<file path="src/mm_pkg.sv">
package mm_pkg;

  //////////////////////////////
  // Array geometry
  //////////////////////////////

  localparam int MAT_SIZE   = 4;
  localparam int DATA_WIDTH = 8;
  localparam int ADDR_WIDTH = $clog2(MAT_SIZE);

  //////////////////////////////
  // Data types
  //////////////////////////////

  // One unsigned matrix element
  typedef logic [DATA_WIDTH-1:0] elem_t;

  // One memory word, element 0 in the low byte
  typedef elem_t [MAT_SIZE-1:0] vector_t;

  // Accumulator contents, indexed [row][column]
  typedef vector_t [MAT_SIZE-1:0] result_matrix_t;

  // Host request after the input register
  typedef struct packed {
    logic                  write_a;
    logic                  write_b;
    logic                  read_c;
    logic [ADDR_WIDTH-1:0] addr;
    vector_t               data;
  } host_req_t;

endpackage

</file>
<file path="src/mac_pe.sv">
`timescale 1ns/1ps

module mac_pe (
  input  logic          clk_mem,
  input  logic          reset,
  input  logic          clear_acc,
  input  mm_pkg::elem_t a_in,
  input  mm_pkg::elem_t b_in,
  output mm_pkg::elem_t a_out,
  output mm_pkg::elem_t b_out,
  output mm_pkg::elem_t acc
);

  mm_pkg::elem_t prod_lo;

  // Only the low byte of the product reaches the sum
  assign prod_lo = a_in * b_in;

  always_ff @(posedge clk_mem) begin
    if (reset) begin
      a_out <= '0;
      b_out <= '0;
      acc   <= '0;
    end else begin
      a_out <= a_in;
      b_out <= b_in;
      // Clear wins over a product arriving in the same cycle
      if (clear_acc) begin
        acc <= '0;
      end else begin
        acc <= acc + prod_lo;
      end
    end
  end

endmodule

</file>
<file path="src/matmul_control.sv">
`timescale 1ns/1ps

module matmul_control (
  input  logic                          clk_mem,
  input  logic                          reset,
  input  logic                          start_mat_mul,
  output logic                          op_rd_en,
  output logic [mm_pkg::ADDR_WIDTH-1:0] op_addr,
  output logic                          clear_acc,
  output logic                          c_wr_en,
  output logic [mm_pkg::ADDR_WIDTH-1:0] c_wr_row,
  output logic                          done_mat_mul
);

  // Schedule in cycles after start was sampled
  localparam int CNT_W = $clog2(4 * mm_pkg::MAT_SIZE + 3);
  localparam logic [CNT_W-1:0] RD_FIRST = CNT_W'(1);
  localparam logic [CNT_W-1:0] RD_LAST  = CNT_W'(mm_pkg::MAT_SIZE);
  localparam logic [CNT_W-1:0] WR_FIRST = CNT_W'(3 * mm_pkg::MAT_SIZE + 1);
  localparam logic [CNT_W-1:0] WR_LAST  = CNT_W'(4 * mm_pkg::MAT_SIZE);
  localparam logic [CNT_W-1:0] DONE_CYC = CNT_W'(4 * mm_pkg::MAT_SIZE + 2);

  logic                          running;
  logic [CNT_W-1:0]              cnt;
  logic [mm_pkg::ADDR_WIDTH-1:0] rd_ptr;
  logic [mm_pkg::ADDR_WIDTH-1:0] wr_ptr;

  //////////////////////////////
  // Run state and cycle count
  //////////////////////////////

  always_ff @(posedge clk_mem) begin
    if (reset) begin
      running <= 1'b0;
      cnt     <= '0;
      rd_ptr  <= '0;
      wr_ptr  <= '0;
    end else begin
      if (!running) begin
        if (start_mat_mul) begin
          running <= 1'b1;
          cnt     <= '0;
        end
      end else if (cnt == DONE_CYC) begin
        running <= 1'b0;
        cnt     <= '0;
      end else begin
        cnt <= cnt + 1'b1;
      end
      // Both pointers wrap back to 0 after a full matrix
      if (op_rd_en) begin
        rd_ptr <= rd_ptr + 1'b1;
      end
      if (c_wr_en) begin
        wr_ptr <= wr_ptr + 1'b1;
      end
    end
  end

  //////////////////////////////
  // Schedule decode
  //////////////////////////////

  assign clear_acc    = running && (cnt == '0);
  assign op_rd_en     = running && (cnt >= RD_FIRST) && (cnt <= RD_LAST);
  assign c_wr_en      = running && (cnt >= WR_FIRST) && (cnt <= WR_LAST);
  assign done_mat_mul = running && (cnt == DONE_CYC);
  assign op_addr      = rd_ptr;
  assign c_wr_row     = wr_ptr;

  // Host waits for done before the next start
  start_while_running_a: assert property (
    @(posedge clk_mem) disable iff (reset)
    start_mat_mul |-> !running
  );

  done_single_pulse_a: assert property (
    @(posedge clk_mem) disable iff (reset)
    done_mat_mul |=> !done_mat_mul
  );

endmodule

</file>
<file path="src/matrix_multiplication.sv">
`timescale 1ns/1ps

module matrix_multiplication (
  input  logic                            clk_mem,
  input  logic                            reset,
  input  logic                            enable_writing_to_mem,
  input  logic                            enable_reading_from_mem,
  input  logic                            we_a,
  input  logic                            we_b,
  input  logic [mm_pkg::ADDR_WIDTH-1:0]   addr_pi,
  input  mm_pkg::vector_t                 data_pi,
  input  logic                            start_mat_mul,
  output mm_pkg::vector_t                 data_from_out_mat,
  output logic                            done_mat_mul
);

  mm_pkg::host_req_t                host_req;
  logic                             op_rd_en;
  logic [mm_pkg::ADDR_WIDTH-1:0]    op_addr;
  logic                             clear_acc;
  logic                             c_wr_en;
  logic [mm_pkg::ADDR_WIDTH-1:0]    c_wr_row;
  mm_pkg::vector_t                  a_col;
  mm_pkg::vector_t                  b_row;
  mm_pkg::result_matrix_t           result;

  //////////////////////////////
  // Host input register
  //////////////////////////////

  always_ff @(posedge clk_mem) begin
    host_req.addr <= addr_pi;
    host_req.data <= data_pi;
    if (reset) begin
      host_req.write_a <= 1'b0;
      host_req.write_b <= 1'b0;
      host_req.read_c  <= 1'b0;
    end else begin
      host_req.write_a <= enable_writing_to_mem & we_a;
      host_req.write_b <= enable_writing_to_mem & we_b;
      host_req.read_c  <= enable_reading_from_mem;
    end
  end

  //////////////////////////////
  // Operand memories
  //////////////////////////////

  // A holds one column per word
  operand_bank u_bank_a (
    .clk_mem (clk_mem),
    .reset   (reset),
    .req     (host_req),
    .wr_en   (host_req.write_a),
    .rd_en   (op_rd_en),
    .rd_addr (op_addr),
    .rd_data (a_col)
  );

  // B holds one row per word
  operand_bank u_bank_b (
    .clk_mem (clk_mem),
    .reset   (reset),
    .req     (host_req),
    .wr_en   (host_req.write_b),
    .rd_en   (op_rd_en),
    .rd_addr (op_addr),
    .rd_data (b_row)
  );

  matmul_control u_control (
    .clk_mem       (clk_mem),
    .reset         (reset),
    .start_mat_mul (start_mat_mul),
    .op_rd_en      (op_rd_en),
    .op_addr       (op_addr),
    .clear_acc     (clear_acc),
    .c_wr_en       (c_wr_en),
    .c_wr_row      (c_wr_row),
    .done_mat_mul  (done_mat_mul)
  );

  systolic_array u_array (
    .clk_mem   (clk_mem),
    .reset     (reset),
    .clear_acc (clear_acc),
    .a_col     (a_col),
    .b_row     (b_row),
    .result    (result)
  );

  result_bank u_bank_c (
    .clk_mem (clk_mem),
    .reset   (reset),
    .req     (host_req),
    .wr_en   (c_wr_en),
    .wr_row  (c_wr_row),
    .result  (result),
    .rd_data (data_from_out_mat)
  );

endmodule

</file>
<file path="src/operand_bank.sv">
`timescale 1ns/1ps

module operand_bank (
  input  logic                          clk_mem,
  input  logic                          reset,
  input  mm_pkg::host_req_t             req,
  input  logic                          wr_en,
  input  logic                          rd_en,
  input  logic [mm_pkg::ADDR_WIDTH-1:0] rd_addr,
  output mm_pkg::vector_t               rd_data
);

  mm_pkg::vector_t               mem [mm_pkg::MAT_SIZE];
  logic [mm_pkg::ADDR_WIDTH-1:0] addr;

  // Host owns the address while loading
  assign addr = wr_en ? req.addr : rd_addr;

  //////////////////////////////
  // Storage
  //////////////////////////////

  always_ff @(posedge clk_mem) begin
    if (wr_en) begin
      mem[addr] <= req.data;
    end
  end

  //////////////////////////////
  // Registered read port
  //////////////////////////////

  // Zeros on idle cycles so the array only ever sees real steps
  always_ff @(posedge clk_mem) begin
    if (reset) begin
      rd_data <= '0;
    end else if (rd_en) begin
      rd_data <= mem[addr];
    end else begin
      rd_data <= '0;
    end
  end

  // Loading and streaming share one address, they must not overlap
  load_during_read_a: assert property (
    @(posedge clk_mem) disable iff (reset)
    rd_en |-> !wr_en
  );

endmodule

</file>
<file path="src/result_bank.sv">
`timescale 1ns/1ps

module result_bank (
  input  logic                          clk_mem,
  input  logic                          reset,
  input  mm_pkg::host_req_t             req,
  input  logic                          wr_en,
  input  logic [mm_pkg::ADDR_WIDTH-1:0] wr_row,
  input  mm_pkg::result_matrix_t        result,
  output mm_pkg::vector_t               rd_data
);

  mm_pkg::vector_t mem [mm_pkg::MAT_SIZE];

  //////////////////////////////
  // Row write from the array
  //////////////////////////////

  always_ff @(posedge clk_mem) begin
    if (wr_en) begin
      mem[wr_row] <= result[wr_row];
    end
  end

  //////////////////////////////
  // Host read port
  //////////////////////////////

  // Second cycle of the two-cycle read latency
  always_ff @(posedge clk_mem) begin
    if (reset) begin
      rd_data <= '0;
    end else if (req.read_c) begin
      rd_data <= mem[req.addr];
    end else begin
      rd_data <= '0;
    end
  end

  // Host reads of C wait until the sequencer is done writing
  read_during_write_a: assert property (
    @(posedge clk_mem) disable iff (reset)
    wr_en |-> !req.read_c
  );

endmodule

</file>
<file path="src/systolic_array.sv">
`timescale 1ns/1ps

module systolic_array (
  input  logic                   clk_mem,
  input  logic                   reset,
  input  logic                   clear_acc,
  input  mm_pkg::vector_t        a_col,
  input  mm_pkg::vector_t        b_row,
  output mm_pkg::result_matrix_t result
);

  // a_link[i][j] enters PE(i,j) from the left, b_link[i][j] from above
  mm_pkg::elem_t a_link [mm_pkg::MAT_SIZE][mm_pkg::MAT_SIZE+1];
  mm_pkg::elem_t b_link [mm_pkg::MAT_SIZE+1][mm_pkg::MAT_SIZE];

  //////////////////////////////
  // Input skew
  //////////////////////////////

  // Lane n delays row n of A and column n of B by n cycles
  for (genvar n = 0; n < mm_pkg::MAT_SIZE; n++) begin : g_skew
    if (n == 0) begin : g_direct
      assign a_link[0][0] = a_col[0];
      assign b_link[0][0] = b_row[0];
    end else begin : g_delay
      mm_pkg::elem_t a_pipe [n];
      mm_pkg::elem_t b_pipe [n];

      always_ff @(posedge clk_mem) begin
        if (reset) begin
          for (int d = 0; d < n; d++) begin
            a_pipe[d] <= '0;
            b_pipe[d] <= '0;
          end
        end else begin
          a_pipe[0] <= a_col[n];
          b_pipe[0] <= b_row[n];
          for (int d = 1; d < n; d++) begin
            a_pipe[d] <= a_pipe[d-1];
            b_pipe[d] <= b_pipe[d-1];
          end
        end
      end

      assign a_link[n][0] = a_pipe[n-1];
      assign b_link[0][n] = b_pipe[n-1];
    end
  end

  //////////////////////////////
  // PE grid
  //////////////////////////////

  // A flows right along a row, B flows down a column
  for (genvar i = 0; i < mm_pkg::MAT_SIZE; i++) begin : g_row
    for (genvar j = 0; j < mm_pkg::MAT_SIZE; j++) begin : g_col
      mac_pe u_pe (
        .clk_mem   (clk_mem),
        .reset     (reset),
        .clear_acc (clear_acc),
        .a_in      (a_link[i][j]),
        .b_in      (b_link[i][j]),
        .a_out     (a_link[i][j+1]),
        .b_out     (b_link[i+1][j]),
        .acc       (result[i][j])
      );
    end
  end

endmodule

</file>
<file path="config.mk">
export PLATFORM = sky130hd
export DESIGN_NAME = matrix_multiplication
export DESIGN_NICKNAME = d
export VERILOG_FILES = /design/src/mm_pkg.sv /design/src/mac_pe.sv /design/src/matmul_control.sv /design/src/matrix_multiplication.sv /design/src/operand_bank.sv /design/src/result_bank.sv /design/src/systolic_array.sv
export SDC_FILE = /design/constraint.sdc
export NUM_CORES = 2
export LEC_CHECK = 0
export BUFFER_PORTS_ARGS = -buffer_cell sky130_fd_sc_hd__buf_2
export CAP_MARGIN = 20
export CORE_MARGIN = 4
export CORE_UTILIZATION = 56
export DETAILED_ROUTE_END_ITERATION = 8
export GPL_TIMING_DRIVEN = 0
export PLACE_DENSITY = 0.72
export SYNTH_ARGS = -nofsm -noshare
export SYNTH_HDL_FRONTEND = slang
export SYNTH_SLANG_ARGS = --single-unit
</file>
<file path="constraint.sdc">
create_clock -name clk_mem -period 4 [get_ports clk_mem]
set_input_delay 1 -clock clk_mem [delete_from_list [all_inputs] [get_ports clk_mem]]
set_output_delay 1 -clock clk_mem [all_outputs]
set_load 0.02 [all_outputs]
</file>
### Yosys cells after proc, flatten, opt, wreduce, memory -nomap -nowiden

Memory sizes are Yosys's and may differ from the RTL's. A register that Yosys moved wholly into a read port is not among the register bits.
Cells that the tools add are included.

* memories kept: 9
* register bits: 367
* output and inout bits: 33
* input port bits: 41
* word-level logic and storage cells: 162
* memory bits (writable): 480

Memories
* u_bank_a.mem: words 4, width 32, read ports 1, clocked after memory_dff 1, wr ports 1, RTL line operand_bank.sv:13 `mm_pkg::vector_t mem [mm_pkg::MAT_SIZE];`
* u_bank_b.mem: words 4, width 32, read ports 1, clocked after memory_dff 1, wr ports 1, RTL line operand_bank.sv:13
* u_bank_c.mem: words 4, width 32, read ports 1, clocked after memory_dff 1, wr ports 1, RTL line result_bank.sv:13 `mm_pkg::vector_t mem [mm_pkg::MAT_SIZE];`
* u_array.g_skew[3].g_delay.a_pipe: words 3, width 8, read ports 3, clocked after memory_dff 0, wr ports 3, RTL line systolic_array.sv:26 `mm_pkg::elem_t a_pipe [n];`
* u_array.g_skew[3].g_delay.b_pipe: words 3, width 8, read ports 3, clocked after memory_dff 0, wr ports 3, RTL line systolic_array.sv:27 `mm_pkg::elem_t b_pipe [n];`
* u_array.g_skew[2].g_delay.a_pipe: words 2, width 8, read ports 2, clocked after memory_dff 0, wr ports 2, RTL line systolic_array.sv:26
* 3 more memories

* magnitude comparators: 5
* eq/ne operators: 1
* $add $sub $neg: 19
* reduce and logical (&&, ||, !) cells: 13
* $mul: 16
* multiplexer cells: 33
* bitwise logic cells: 14

Operators by type and width (count)
* 8-bit adder: 16
* 8-bit by 8-bit multiplier with 8-bit output: 16
* 8-bit 2-to-1 mux: 12
* 32-bit binary-select mux with 2-bit select: 1
* 32-bit 2-to-1 mux: 1
* 8-bit OR reduction: 2
* 5-bit 2-to-1 mux: 3
* 1-bit 2-to-1 mux: 14
* 1-bit bitwise OR: 10
* 1-bit logical AND: 6
* 2-bit OR reduction: 3
* 5-bit by 1-bit adder with 5-bit output (second input constant): 1
* 5-bit equality test (second input constant): 1
* 5-bit by 1-bit >= comparator with 1-bit output (second input constant): 1
* 5-bit by 4-bit >= comparator with 1-bit output (second input constant): 1
* 5-bit by 3-bit less-or-equal comparator with 1-bit output (second input constant): 1
* 5-bit less-or-equal comparator (second input constant): 1
* 5-bit zero test: 1
* 2-bit by 1-bit adder with 2-bit output (second input constant): 2
* 2-bit 2-to-1 mux: 2
* 2-bit by 3-bit less-than comparator with 1-bit output (second input constant): 1
* 1-bit AND: 2
* 1-bit inverter: 2
* 2-bit nonzero test: 1

### Longest topological paths before layout

* depth in word-level cells: 5
* mapped depth: 18
* gate-level depth less buffers: 17

### By module

Synthesis repeated with hierarchy kept, for this count alone.

* cells, all modules: 4391
* area total of the unflattened synthesis: 50360.8 um^2

By module, submodules not included
* mac_pe (u_array.g_row[0].g_col[0].u_pe ...): cells each 177, area an instance 1722.9 um^2, instances 9, seq. area each 480.5 um^2
* operand_bank: cells each 468, area an instance 6302.3 um^2, instances 2, seq. area each 4484.3 um^2
* result_bank: cells each 317, area an instance 6318.6 um^2, instances 1, seq. area each 4484.3 um^2
* mac_pe (u_array.g_row[2].g_col[3].u_pe ...): cells each 177, area an instance 1720.4 um^2, instances 3, seq. area each 480.5 um^2
* mac_pe (u_array.g_row[3].g_col[2].u_pe ...): cells each 177, area an instance 1717.9 um^2, instances 2, seq. area each 480.5 um^2
* mac_pe (u_array.g_row[1].g_col[0].u_pe ...): cells each 177, area an instance 1705.4 um^2, instances 2, seq. area each 480.5 um^2
* systolic_array: cells each 202, area an instance 2600.0 um^2, instances 1, seq. area each 1921.8 um^2
* matrix_multiplication: cells each 40, area an instance 764.5 um^2, instances 1, seq. area each 740.7 um^2
* matmul_control: cells each 64, area an instance 559.3 um^2, instances 1, seq. area each 200.2 um^2

### Worst setup path before layout

Ideal clock, no wire load.

* kind: register to register
* start: register u_array.g_row[1].g_col[3].u_pe.b_out[0]
* end: register u_array.g_row[2].g_col[3].u_pe.acc[7]
* data arrival time: 3478 ps
* setup time: 128 ps
* buffers on the path: 1
* period minus slack after synthesis: 3606 ps
* cell stages (with the launch flop): 17
* setup slack: 394 ps
* data required time: 3872 ps
* cell sequence: dfxtp_1 -> clkbuf_1 -> nand2_1 -> fa_1 -> inv_1 -> ha_1 -> ha_1 -> inv_1 -> fa_1 -> inv_1 -> ha_1 -> fa_1 -> a21o_1 -> a21oi_1 -> xnor2_1 -> xnor2_1 -> nor2_1

* word-level cells in the longest chain between the ends: 2

Ends and longest elaborated chain
* from (decl): RTL line mac_pe.sv:10 `output mm_pkg::elem_t b_out,`
* from (signal assigned): RTL line mac_pe.sv:26 `b_out <= b_in;`
* 8-bit by 8-bit multiplier with 8-bit output: RTL line mac_pe.sv:17 `assign prod_lo = a_in * b_in;`
* 8-bit adder: RTL line mac_pe.sv:31 `acc <= acc + prod_lo;`
* to (signal assigned): RTL line mac_pe.sv:31
* to (decl): RTL line mac_pe.sv:11 `output mm_pkg::elem_t acc`

No other way between the ends.
A chain may end at the register's enable or synchronous reset.

### Worst setup path in the final report

* start: register u_array.g_row[1].g_col[0].u_pe.b_out[1]
* end: register u_array.g_row[2].g_col[0].u_pe.acc[7]

* word-level cells in the longest chain between the ends: 2

Ends and longest elaborated chain (RTL line)
* from (decl): mac_pe.sv:10
* from (signal assigned): mac_pe.sv:26
* 8-bit by 8-bit multiplier with 8-bit output: mac_pe.sv:17
* 8-bit adder: mac_pe.sv:31
* to (signal assigned): mac_pe.sv:31
* to (decl): mac_pe.sv:11

No other way between the ends.

==> results.toml <==
[status]
status = "finished, final reports clean"

[die]
die_w_um = 296.4
io_pins = 74
core_um2 = 82240
rows = 105
start_util = 0.5662
dieArea_um2 = 87830
die_h_um = 296.4

[yosys]
synth.distinct_cells = 38
synth_edf_count = 384
yosys_warnings = 0
synth_area_um2 = 46560
ys_ff_latch = 943
synth_flop_cell = "dfxtp_1"
async_reset_ff_frac = 0
synth_largest_area_cell = "edfxtp_1"
avgSynthCellArea_um2 = 12.23
synth_area_leaders = "edfxtp_1 (25%), dfxtp_1 (24%), fa_1 (12%)"
synth_top_area_share = 0.2476
synth_fp_nets = 4417
ys_seq_area_frac = 0.4880
syn_inst = 3808

[global_routing]
grt_overflow_total = 0
grt_pass1_vias = 27510
grt_pass1_wl_um = 156900
grt_antenna_before_repair = 3
grt_max_degree = 33
track_usage = 0.2354

[sta]
worst_slew_pin_slew_ps = 1051
hold_viol = 0
fin_worst_skew_ps = 25.12
fmax_mhz = 260.4
finalSetupViolCount = 0
relSlewSlack = 0.2991
fin_crit_sh = 0.9602
grt_setup_unrepaired = "no"
finalCriticalPeriod_ps = 3841
drv_slew = 0

[drt]
wl_per_cell_um = 19.36
dr.pass1.iters = 5
wl_um = 99430
vias_per_cell = 5.137
vias = 26380
drtIter0Drc = 1524
final_antenna_net_count = 0
drc = 0

[placed_design]
io_buffers = 72
place_inst = 4964
gp_congestion = 0.8615
placed_area_um2 = 48540
hpwlAfterDp_um = 75590

[cells_and_area]
multi_input_area_um2 = 21300
layout_common_cells = "inv_1 (559), dfxtp_1 (542), nor2b_1 (388), edfxtp_1 (384), nand2_1 (369)"
final_common_cell = "inv_1"
regArea_um2 = 22740
fillers = 6205
fin_nets = 4592
instances_no_fill = 5135
layout-drive-gt1-share = 0.1056
area_delta_synth_final_pct = 11.17
finalInstanceArea_um2 = 51760

[clock_tree]
cts_tree = "done"
htreeDepth = 3
clk_path_buf_depth = 3
post-cts-setup-buffers = 0
cts-root-buf = "clkbuf_16"
clkTransAtPathRegs_ps = 60
cts_sinks = 943
cts_buffers = 94
insertion_delay_ps = 650

[run]
timing.max_cap.violations = 0

[critical_path]
crit_path_end_kind = "register"
path_class = "reg -> reg"
required_ps = 4520
cp_data_arrival_time_ps = 4360
cp_max_fo = 8
r2r_cells = 15
start_kind = "register"

[pwr]
ir_drop_uv = 435.7
pwr_density_cell_nw_per_um2 = 382.2
total_leakage_power_nw = 21.76

[hold_path]
hp-class = "reg -> reg"
hold_depth = 1
[flip-flops by register name, indices dropped and copies added, names as in the netlist]
signal / flops
u_bank_a.rd_data: 32
u_array.g_skew.g_delay.b_pipe: 48
u_bank_b.rd_data: 32
u_array.g_row.g_col.u_pe.acc: 128
u_control.c_wr_row: 2
u_bank_c.rd_data: 32
u_array.g_row.g_col.u_pe.a_out: 96
u_array.g_row.g_col.u_pe.b_out: 96
u_control.op_addr: 2
u_control.running: 1
u_bank_b.mem: 128
u_bank_c.mem: 128
host_req: 37
u_array.g_skew.g_delay.a_pipe: 48
u_bank_a.mem: 128
u_control.cnt: 5
[cells by family after synthesis]
logic type / share of synthesized area
simple gates: 0.1291
flops: 0.4880
buf+inv: 0.05565
fa+ha+maj: 0.1991
xor+xnor: 0.05474
mux: 0.06256
compound gates: 0.01094
[area by class of cell]
type,instances,share of cell area
antenna,1,0.00004834
buffer,93,0.009016
clock buffer,129,0.05170
clock inverter,48,0.01061
inverter,559,0.04054
multi-input combinational,2206,0.4114
sequential,943,0.4394
tap,1070,0.02586
timing repair buffer,86,0.01146
[cells in the mapped netlist (3+ instances only)]
| library cell | n |
|---|---|
| a21o_1 | 32 |
| a21oi_1 | 36 |
| and2_1 | 286 |
| and3b_1 | 4 |
| buf_1 | 3 |
| buf_12 | 3 |
| buf_2 | 19 |
| buf_6 | 5 |
| clkbuf_1 | 68 |
| dfxtp_1 | 559 |
| edfxtp_1 | 384 |
| fa_1 | 288 |
| ha_1 | 280 |
| inv_1 | 559 |
| mux2i_1 | 3 |
| mux4_2 | 128 |
| nand2_1 | 369 |
| nor2_1 | 73 |
| nor2b_1 | 388 |
| nor3_1 | 4 |
| o21a_1 | 3 |
| o21ai_0 | 4 |
| xnor2_1 | 226 |
| xor2_1 | 65 |
[worst paths after layout]
| check | startpoint | slack, ps | to |
|---|---|---|---|
| setup / recovery | u_array.g_row[1].g_col[0].u_pe.b_out[1] | 160 | u_array.g_row[2].g_col[0].u_pe.acc[7] |
| hold / removal | u_array.g_skew[3].g_delay.b_pipe[0][9] | 430 | u_array.g_skew[3].g_delay.b_pipe[0][17] |
| setup reg to reg | u_array.g_row[1].g_col[0].u_pe.b_out[1] | 160 | u_array.g_row[2].g_col[0].u_pe.acc[7] |
| hold reg to reg | u_array.g_skew[3].g_delay.b_pipe[0][9] | 430 | u_array.g_skew[3].g_delay.b_pipe[0][17] |
[where the power goes]
part,internal (mW),switching [mW],total [mW]
clock network,5.25,3.74,9.00
registers,10.1,0.0924,10.2
logic,0.262,0.339,0.601
total,15.6,4.17,19.8
[layer usage]
metal,track usage,vias up,share of wire
met5,0,-,0.00013
met4,0.08658,2,0.040
met3,0.03852,163,0.061
met2,0.3872,641,0.47
met1,0.3196,13130,0.43
li1,-,12440,-
[critical path, stage by stage, from the launching register on]
cell and delay, ps:
dfxtp_1 540, nand2_1 130, fa_1 500, inv_1 40, ha_1 260, ha_1 280, inv_1 40, fa_1 470
inv_1 40, ha_1 210, fa_1 460, a21o_1 210, a21oi_2 180, xnor2_1 150, xnor2_1 130, nor2_1 50
[what timing repair did]
action | in CTS | in global routing
gates resized for setup | 0 | 18
hold buffers | 0 | 0
pin swaps | 0 | 0
endpoints found under the setup margin | 2 | 11
[through the flow]
stage / setup WS, ps / power [mW] / util / TNS [ps] / hold WS, ps
after floorplan: 394.5 / 10.75 / - / 0 / 413.8
after global routing: 5.309 / 20.40 / 0.6294 / 0 / 416.3
final: 159.3 / 19.79 / 0.6294 / 0 / 431.2
after CTS: 14.08 / 19.96 / 0.6293 / 0 / 407.0
after global placement: -2143 / 10.98 / 0.5868 / -152080 / 419.8
after detailed placement: 0.04308 / 11.01 / 0.5902 / 0 / 420.4
Note: power is estimated with default switching activity, not from simulation.
